--- src/analog_io_pkg.sv ---
////////////////////
// Shared widths, sample types and converter code rules for the analog path
// Imported by every RTL block; defaults feed the top level parameters
////////////////////

package analog_io_pkg;

  localparam int SAMPLE_W  = 14;  // Converter resolution
  localparam int ADC_RAW_W = 16;  // ADC port, two reserved low bits

  localparam int DEF_NUM_CH     = 2;
  localparam int DEF_FIFO_DEPTH = 4;  // Sets per channel queue

  typedef logic signed [SAMPLE_W-1:0] sample_t;
  typedef logic        [ADC_RAW_W-1:0] raw_t;
  typedef logic signed [SAMPLE_W:0]   sum_t;  // One guard bit for the adder

  // Negative slope offset binary to two's complement
  function automatic sample_t to_twos(input logic [SAMPLE_W-1:0] code);
    return sample_t'({code[SAMPLE_W-1], ~code[SAMPLE_W-2:0]});
  endfunction

  // Same bit rule, DAC direction
  function automatic logic [SAMPLE_W-1:0] to_offset(input sample_t smp);
    return {smp[SAMPLE_W-1], ~smp[SAMPLE_W-2:0]};
  endfunction

  // Clamp to -8192..8191 when the two top bits disagree
  function automatic sample_t saturate(input sum_t s);
    if (s[SAMPLE_W] != s[SAMPLE_W-1])
      return sample_t'({s[SAMPLE_W], {(SAMPLE_W-1){~s[SAMPLE_W]}}});
    return s[SAMPLE_W-1:0];
  endfunction

endpackage
--- src/analog_io_top.sv ---
////////////////////
// Analog data path top: ADC front end, per channel DAC queues, DAC interleaver
// Everything on adc_clk; sample source uses the credit handshake
////////////////////

`timescale 1ns/1ns

module analog_io_top #(
  parameter  int NUM_CH     = analog_io_pkg::DEF_NUM_CH,
  parameter  int FIFO_DEPTH = analog_io_pkg::DEF_FIFO_DEPTH,
  localparam int SEL_W      = (NUM_CH > 1) ? $clog2(NUM_CH) : 1
)(
  input  logic                               adc_clk,
  input  logic                               reset_i,
  // ADC
  input  analog_io_pkg::raw_t                adc_dat_i [NUM_CH],
  input  logic                               digital_loop_i,
  // Sample source
  input  logic                               gen_valid_i,  // Spends one credit
  input  analog_io_pkg::sample_t             asg_dat_i [NUM_CH],
  input  analog_io_pkg::sample_t             pid_dat_i [NUM_CH],
  output logic                               gen_credit_o,  // Returns one credit
  output analog_io_pkg::sample_t             adc_dat_o [NUM_CH],
  // DAC bus
  output logic [analog_io_pkg::SAMPLE_W-1:0] dac_dat_o,
  output logic [SEL_W-1:0]                   dac_sel_o,
  output logic                               dac_wrt_o
);

  import analog_io_pkg::*;

  sample_t loop_dat [NUM_CH];  // Interleaver back to front end
  sample_t ch_dat   [NUM_CH];  // Queue heads
  logic    ch_avail [NUM_CH];
  logic    pop;                // Common to all queues

  ////////////////////
  // ADC path
  ////////////////////

  adc_frontend #(.NUM_CH (NUM_CH)) u_adc_frontend (
    .adc_clk        (adc_clk       ),
    .reset_i        (reset_i       ),
    .adc_dat_i      (adc_dat_i     ),
    .digital_loop_i (digital_loop_i),
    .loop_dat_i     (loop_dat      ),
    .adc_dat_o      (adc_dat_o     )
  );

  ////////////////////
  // DAC path
  ////////////////////

  // One queue per output channel, all pushed together
  for (genvar c = 0; c < NUM_CH; c++)
  begin : g_ch
    dac_channel #(.FIFO_DEPTH (FIFO_DEPTH)) u_dac_channel (
      .adc_clk    (adc_clk     ),
      .reset_i    (reset_i     ),
      .push_i     (gen_valid_i ),
      .asg_dat_i  (asg_dat_i[c]),
      .pid_dat_i  (pid_dat_i[c]),
      .pop_i      (pop         ),
      .ch_dat_o   (ch_dat[c]   ),
      .ch_avail_o (ch_avail[c] )
    );
  end

  dac_interleaver #(
    .NUM_CH     (NUM_CH    ),
    .FIFO_DEPTH (FIFO_DEPTH)
  ) u_dac_interleaver (
    .adc_clk      (adc_clk     ),
    .reset_i      (reset_i     ),
    .ch_dat_i     (ch_dat      ),
    .ch_avail_i   (ch_avail    ),
    .pop_o        (pop         ),
    .loop_dat_o   (loop_dat    ),
    .gen_credit_o (gen_credit_o),
    .dac_dat_o    (dac_dat_o   ),
    .dac_sel_o    (dac_sel_o   ),
    .dac_wrt_o    (dac_wrt_o   )
  );

endmodule

--- src/dac_interleaver.sv ---
////////////////////
// Drains the channel queues onto the shared DAC bus, one word per cycle
// Returns one credit per finished set and keeps the loopback values
////////////////////

`timescale 1ns/1ns

module dac_interleaver #(
  parameter  int NUM_CH     = analog_io_pkg::DEF_NUM_CH,
  parameter  int FIFO_DEPTH = analog_io_pkg::DEF_FIFO_DEPTH,
  localparam int SEL_W      = (NUM_CH > 1) ? $clog2(NUM_CH) : 1
)(
  input  logic                                adc_clk,
  input  logic                                reset_i,
  input  analog_io_pkg::sample_t              ch_dat_i   [NUM_CH],  // Queue heads
  input  logic                                ch_avail_i [NUM_CH],
  output logic                                pop_o,      // Shared by all queues
  output analog_io_pkg::sample_t              loop_dat_o [NUM_CH],
  output logic                                gen_credit_o,
  output logic [analog_io_pkg::SAMPLE_W-1:0]  dac_dat_o,  // Offset binary
  output logic [SEL_W-1:0]                    dac_sel_o,
  output logic                                dac_wrt_o
);

  import analog_io_pkg::*;

  logic              all_avail;
  logic [SEL_W-1:0]  idx;       // Channel being sent
  logic              last_ch;

  // Queues move in lockstep, still wait for every one
  always_comb
  begin
    all_avail = 1'b1;
    for (int c = 0; c < NUM_CH; c++)
      all_avail = all_avail & ch_avail_i[c];
  end

  assign last_ch = (idx == SEL_W'(NUM_CH - 1));
  assign pop_o   = all_avail && last_ch;  // Pop on the last word's edge

  ////////////////////
  // DAC bus
  ////////////////////

  always_ff @(posedge adc_clk)
  begin
    if (reset_i)
    begin
      idx       <= '0;
      dac_wrt_o <= 1'b0;
      dac_sel_o <= '0;
      dac_dat_o <= to_offset('0);
    end
    else
    begin
      dac_wrt_o <= all_avail;
      if (all_avail)
      begin
        dac_sel_o <= idx;
        dac_dat_o <= to_offset(ch_dat_i[idx]);
        idx       <= last_ch ? '0 : idx + 1'b1;  // Next set may follow at once
      end
    end
  end

  ////////////////////
  // Loopback and credits
  ////////////////////

  always_ff @(posedge adc_clk)
  begin
    if (reset_i)
    begin
      gen_credit_o <= 1'b0;
      for (int c = 0; c < NUM_CH; c++)
        loop_dat_o[c] <= '0;
    end
    else
    begin
      gen_credit_o <= pop_o;  // One cycle after the pop
      if (pop_o)
      begin
        for (int c = 0; c < NUM_CH; c++)
          loop_dat_o[c] <= ch_dat_i[c];  // Last values sent
      end
    end
  end

  // Words of one set go out on consecutive indices
  assert property (@(posedge adc_clk) disable iff (reset_i)
    (dac_wrt_o && (dac_sel_o != SEL_W'(NUM_CH - 1)))
      |=> (dac_wrt_o && (dac_sel_o == $past(dac_sel_o) + 1'b1)))
    else $error("DAC channel select skipped within a set");

endmodule

--- src/dac_channel.sv ---
////////////////////
// One DAC channel: generator plus controller sum, saturated and queued
// Pushed by the sample source, popped by the interleaver
////////////////////

`timescale 1ns/1ns

module dac_channel #(
  parameter int FIFO_DEPTH = analog_io_pkg::DEF_FIFO_DEPTH
)(
  input  logic                   adc_clk,
  input  logic                   reset_i,
  input  logic                   push_i,     // New sample set
  input  analog_io_pkg::sample_t asg_dat_i,  // Generator sample
  input  analog_io_pkg::sample_t pid_dat_i,  // Controller sample
  input  logic                   pop_i,      // Set has left on the DAC bus
  output analog_io_pkg::sample_t ch_dat_o,   // Queue head
  output logic                   ch_avail_o  // Queue not empty
);

  import analog_io_pkg::*;

  localparam int PTR_W = (FIFO_DEPTH > 1) ? $clog2(FIFO_DEPTH) : 1;
  localparam int CNT_W = $clog2(FIFO_DEPTH + 1);

  sum_t             sum;
  sample_t          sum_sat;
  sample_t          mem [FIFO_DEPTH];  // Queue storage
  logic [PTR_W-1:0] wr_ptr;
  logic [PTR_W-1:0] rd_ptr;
  logic [CNT_W-1:0] count;  // Occupancy

  // Pointer step with wrap, depth need not be a power of two
  function automatic logic [PTR_W-1:0] ptr_inc(input logic [PTR_W-1:0] p);
    if (p == PTR_W'(FIFO_DEPTH - 1))
      return '0;
    return p + 1'b1;
  endfunction

  ////////////////////
  // Summation
  ////////////////////

  assign sum     = sum_t'(asg_dat_i) + sum_t'(pid_dat_i);  // Sign extended
  assign sum_sat = saturate(sum);

  ////////////////////
  // Circular queue
  ////////////////////

  always_ff @(posedge adc_clk)
  begin
    if (push_i)
      mem[wr_ptr] <= sum_sat;
  end

  always_ff @(posedge adc_clk)
  begin
    if (reset_i)
    begin
      wr_ptr <= '0;
      rd_ptr <= '0;
      count  <= '0;
    end
    else
    begin
      if (push_i)
        wr_ptr <= ptr_inc(wr_ptr);
      if (pop_i)
        rd_ptr <= ptr_inc(rd_ptr);
      case ({push_i, pop_i})
        2'b10:   count <= count + 1'b1;
        2'b01:   count <= count - 1'b1;
        default: count <= count;  // Both or neither
      endcase
    end
  end

  assign ch_dat_o   = mem[rd_ptr];
  assign ch_avail_o = (count != '0);

  // Credits must keep the source off a full queue
  assert property (@(posedge adc_clk) disable iff (reset_i)
    push_i |-> (count < CNT_W'(FIFO_DEPTH)))
    else $error("push to full channel queue");

  // Interleaver only pops a queue it saw holding data
  assert property (@(posedge adc_clk) disable iff (reset_i)
    pop_i |-> (count != '0))
    else $error("pop from empty channel queue");

endmodule

--- src/adc_frontend.sv ---
////////////////////
// ADC capture: registers raw words, converts to two's complement
// Digital loopback swaps in the last DAC sample per channel
////////////////////

`timescale 1ns/1ns

module adc_frontend #(
  parameter int NUM_CH = analog_io_pkg::DEF_NUM_CH
)(
  input  logic                   adc_clk,
  input  logic                   reset_i,
  input  analog_io_pkg::raw_t    adc_dat_i  [NUM_CH],  // Raw converter words
  input  logic                   digital_loop_i,
  input  analog_io_pkg::sample_t loop_dat_i [NUM_CH],  // Last sample sent to DAC
  output analog_io_pkg::sample_t adc_dat_o  [NUM_CH]
);

  import analog_io_pkg::*;

  ////////////////////
  // Capture registers
  ////////////////////

  // Stand-ins for the IO block registers
  logic [SAMPLE_W-1:0] adc_raw_q [NUM_CH];

  // Top 14 bits only, low two are reserved on a 16 bit part
  always_ff @(posedge adc_clk)
  begin
    for (int c = 0; c < NUM_CH; c++)
    begin
      if (reset_i)
        adc_raw_q[c] <= to_offset('0);  // Code that reads back as zero
      else
        adc_raw_q[c] <= adc_dat_i[c][ADC_RAW_W-1:ADC_RAW_W-SAMPLE_W];
    end
  end

  ////////////////////
  // Conversion and loopback
  ////////////////////

  // Loopback path is purely combinational
  always_comb
  begin
    for (int c = 0; c < NUM_CH; c++)
    begin
      if (digital_loop_i)
        adc_dat_o[c] = loop_dat_i[c];  // DAC value fed back
      else
        adc_dat_o[c] = to_twos(adc_raw_q[c]);  // Negative slope fix
    end
  end

endmodule

--- config.mk ---
export PLATFORM = sky130hd
export DESIGN_NAME = analog_io_top
export DESIGN_NICKNAME = d
export VERILOG_FILES = /design/src/analog_io_pkg.sv /design/src/analog_io_top.sv /design/src/dac_interleaver.sv /design/src/dac_channel.sv /design/src/adc_frontend.sv
export SDC_FILE = /design/constraint.sdc
export NUM_CORES = 1
export LEC_CHECK = 0
export BUFFER_PORTS_ARGS = -buffer_cell sky130_fd_sc_hd__buf_4
export CAP_MARGIN = 30
export CORE_UTILIZATION = 40
export DETAILED_ROUTE_END_ITERATION = 10
export PLACE_DENSITY = 0.7
export SKIP_LAST_GASP = 1
export SYNTH_ARGS = -nofsm -noshare
export SYNTH_HDL_FRONTEND = slang
export SYNTH_SLANG_ARGS = --single-unit
--- constraint.sdc ---
create_clock -name adc_clk -period 3.3 [get_ports adc_clk]
set_input_delay 0.66 -clock adc_clk [delete_from_list [all_inputs] [get_ports adc_clk]]
set_output_delay 0.66 -clock adc_clk [all_outputs]
set_load 0.01 [all_outputs]
==> results.py <==
metrics = {
    "detailed_routing": {
        "num_vias": 6727,
        "drc": 0,
        "ant_nets": 0,
        "drtIter0Drc": 333,
        "drt_pass1_iterations": 5,
        "viasPerCell": 5.21,
        "wl_per_cell_um": 16.0,
        "wl_um": 20600,
    },
    "power": {
        "vdd_drop_max_mv": 0.340,
        "p_switching_mw": 1.65,
        "p_int_mw": 4.90,
        "power_density_mw_per_mm2": 554,
        "seqPwrFrac_pct": 45.7,
        "p_clk_share_pct": 36.1,
        "p_leak_nw": 4.50,
        "switching_share_pct": 25.2,
        "combPwrFrac_pct": 18.2,
    },
    "global_route": {
        "busiest_layer": "met2",
        "grtUsageMet3_pct": 2.24,
        "grt_max_degree": 76,
        "use_met2_pct": 26.7,
        "grtUsageTotal_pct": 16.3,
        "met1_usage_pct": 22.5,
        "grt-ovfl-total": 0,
        "grt_pass1_wl_um": 32100,
        "antenna_found_initial": 0,
        "grt_pass1_vias": 6338,
    },
    "cts": {
        "clkTransAtPathRegs_ns": 0.06,
        "numCtsBuffers": 21,
        "post_cts_resized": 0,
        "cts_buffer_depth": 3,
        "cts_tree": "built",
        "cts_num_sinks": 204,
        "cts_setup_buffers": 0,
        "insertion_delay_ns": 0.49,
        "htreeDepth": 1,
        "cts_root_buffer": "clkbuf_16",
        "hold_buffers": 0,
    },
    "cells_and_area": {
        "nets": 1092,
        "layout_common_cells": "157 x buf_4, 112 x edfxtp_1, 92 x dfxtp_1, 85 x a21oi_1, 51 x nand2_1",
        "nFillCells": 2088,
        "antenna_cells": 0,
        "final_common_cell": "buf_4",
        "synthToLayoutAreaGrowth_pct": 21.7,
        "layout-drive-gt1-share_pct": 27.5,
    },
    "timing": {
        "fin_worst_skew_ns": 0.0132,
        "fmax_mhz": 342,
        "setup_viol": 0,
        "period_share_pct": 88.7,
        "finalSetupTns_ns": 0,
        "slew_viol_final": 0,
        "setup_ws_ns": 0.374,
        "relSlewSlack_pct": 42.1,
        "finalHoldViolCount": 0,
        "worstMarginPinSlew_ns": 0.868,
        "period_minus_slack_ns": 2.93,
        "rsz0062_at_grt": "no",
    },
    "setup_path": {
        "r2r_cells": 10,
        "cp_slowest_cell": "o31ai_1",
        "arrival_ns": 3.12,
        "crit_path_max_fanout": 4,
        "cpPeakStageDelay_ns": 0.59,
        "required_ns": 3.49,
        "startpoint_type": "primary input",
        "path_cells": "buf_4, ha_1, fa_1, a211oi_1, o21bai_1, a21oi_1, buf_4, o31a_1, nor2_1, o31ai_1",
        "path_common_cell": "buf_4",
        "cp-end-kind": "flop",
        "critPathKind": "primary input to flop",
    },
    "floorplan": {
        "die_w_um": 158,
        "core_area_mm2": 0.0236,
        "initial_core_util_pct": 41.1,
        "die_height_um": 158,
        "io_pins": 137,
        "fp.dieArea_mm2": 0.0249,
        "fp-row-count": 56,
    },
    "logic_synthesis": {
        "syn_inst": 818,
        "yosys_warnings": 0,
        "ys.flop_type": "edfxtp_1",
        "synth-edff-count": 112,
        "ys_ff_latch": 204,
        "yosysUniqueCellTypes": 70,
        "netlist_area_mm2": 0.00971,
        "syn_nets": 953,
        "seq_area_frac_synth_pct": 53.6,
        "synth.area.top_cells": "edfxtp_1 35%, dfxtp_1 19%, mux4_2 6.5%, ha_1 5.0%, a21oi_1 4.4%",
        "yosysTopAreaCell": "edfxtp_1",
        "synth.top_cell.area_share_pct": 34.7,
        "avgSynthCellArea_um2": 11.9,
        "synthArstFlopShare_pct": 0,
    },
    "place": {
        "io_buffers": 132,
        "gp_congestion": 0.840,
        "place_ws_ns": -0.0680,
        "dp_hpwl_um": 15000,
    },
    "run_status": {
        "status": "complete, no violations",
    },
    "job": {
        "cap_viol_max_count": 0,
    },
    "min_path": {
        "hp-class": "primary input to flop",
        "hold_depth": 2,
    },
}
==> per-stage QoR <==
step,hold slack [ns],instances,power [mW],instance area [µm²],util (%)
floorplan,0.430,818,3.80,9710,-
detailed placement,0.447,1253,4.23,11100,47.0
global placement,0.443,1253,4.20,11100,47.0
finish,0.349,1290,6.55,11800,50.0
CTS,0.338,1290,6.60,11800,50.0
global route,0.337,1290,6.82,11800,50.0
==> cells in the mapped netlist, types with 3 or more instances <==
library cell	n
a211o_1	14
a211oi_1	8
a21o_1	10
a21oi_1	85
and2_1	8
buf_2	8
clkbuf_1	27
dfxtp_1	92
edfxtp_1	112
fa_1	4
ha_1	39
inv_1	45
maj3_1	6
mux2_2	3
mux2i_1	31
mux4_2	28
nand2_1	51
nand2b_1	3
nand3_1	6
nand4_1	4
nor2_1	47
nor2b_1	3
nor3_1	10
o211ai_1	3
o21a_1	4
o21ai_0	20
o21ai_1	6
o21bai_1	15
o22ai_1	3
o31ai_1	9
o32a_1	5
o32ai_1	5
or2_2	29
or3_1	7
xnor2_1	5
xor2_1	16
==> routing by layer <==
| layer | part of all wire [%] | up-vias |
|---|---|---|
| met3 | 6.0 | 26 |
| met5 | 0 | - |
| li1 | - | 3314 |
| met4 | 1.6 | 0 |
| met1 | 47 | 3199 |
| met2 | 45 | 188 |
==> kinds of logic after synthesis <==
logic type / count (synthesis) / share of synthesized area, %
buf+inv: 87 / 3.70
xor+xnor: 21 / 1.89
fa+ha+maj: 51 / 6.70
mux: 64 / 10.4
simple gates: 177 / 8.74
flops: 204 / 53.6
compound gates: 214 / 15.0
==> critical path: cells and delay by family <==
| kind | cells | cell delay [ns] |
|---|---|---|
| adders and majority gates | 2 | 0.64 |
| AOI/OAI and AO/OA | 5 | 1.43 |
| and+or+nand+nor | 1 | 0.11 |
| buffers and inverters | 2 | 0.27 |
==> path summary, 6_finish.rpt <==
path / slack [ns] / startpoint / to
worst max-delay path: 0.37 / asg_dat_i[14] / g_ch[0].u_dac_channel.mem[0][2]$_DFFE_PP_
worst min-delay path: 0.35 / adc_dat_i[10] / u_adc_frontend.adc_raw_q[1][8]$_SDFF_PP1_
worst max register to register: 0.94 / g_ch[0].u_dac_channel.count[1]$_SDFFE_PP0P_ / g_ch[1].u_dac_channel.count[2]$_SDFFE_PP0P_
worst min register to register: 0.46 / u_dac_interleaver.loop_dat_o[13]$_SDFFE_PP0N_ / u_dac_interleaver.loop_dat_o[13]$_SDFFE_PP0N_
==> flip-flops by register name, summed over array words and instances, names as in the netlist, named ones only <==
register,count
g_ch.u_dac_channel.rd_ptr,4
u_dac_interleaver.gen_credit_o,1
u_dac_interleaver.loop_dat_o,28
u_dac_interleaver.dac_sel_o,1
g_ch.u_dac_channel.count,6
g_ch.u_dac_channel.mem,112
g_ch.u_dac_channel.wr_ptr,4
u_dac_interleaver.dac_dat_o,14
u_adc_frontend.adc_raw_q,28
u_dac_interleaver.dac_wrt_o,1
u_dac_interleaver.idx,1
==> power by group through the flow <==
stage               Clock [mW]  Sequential [mW]  Combinational, mW
finish                    2.36             2.99               1.19
detailed placement           0             3.05               1.19
global placement             0             3.04               1.17
global route              2.51             3.01               1.30
CTS                       2.42             2.99               1.19
floorplan                    0             3.04              0.767
==> area by class of cell <==
| cell class | instances | area [µm²] | share of cell area [%] |
|---|---|---|---|
| clock inverters | 10 | 105 | 0.890 |
| multi-input cells | 527 | 4150 | 35.1 |
| clock buffers | 27 | 601 | 5.09 |
| repair buffers | 157 | 1180 | 9.98 |
| well taps | 319 | 399 | 3.38 |
| flip-flops and latches | 204 | 5200 | 44.1 |
| inverters | 46 | 173 | 1.46 |
Note: power is estimated with default switching activity, not from simulation.
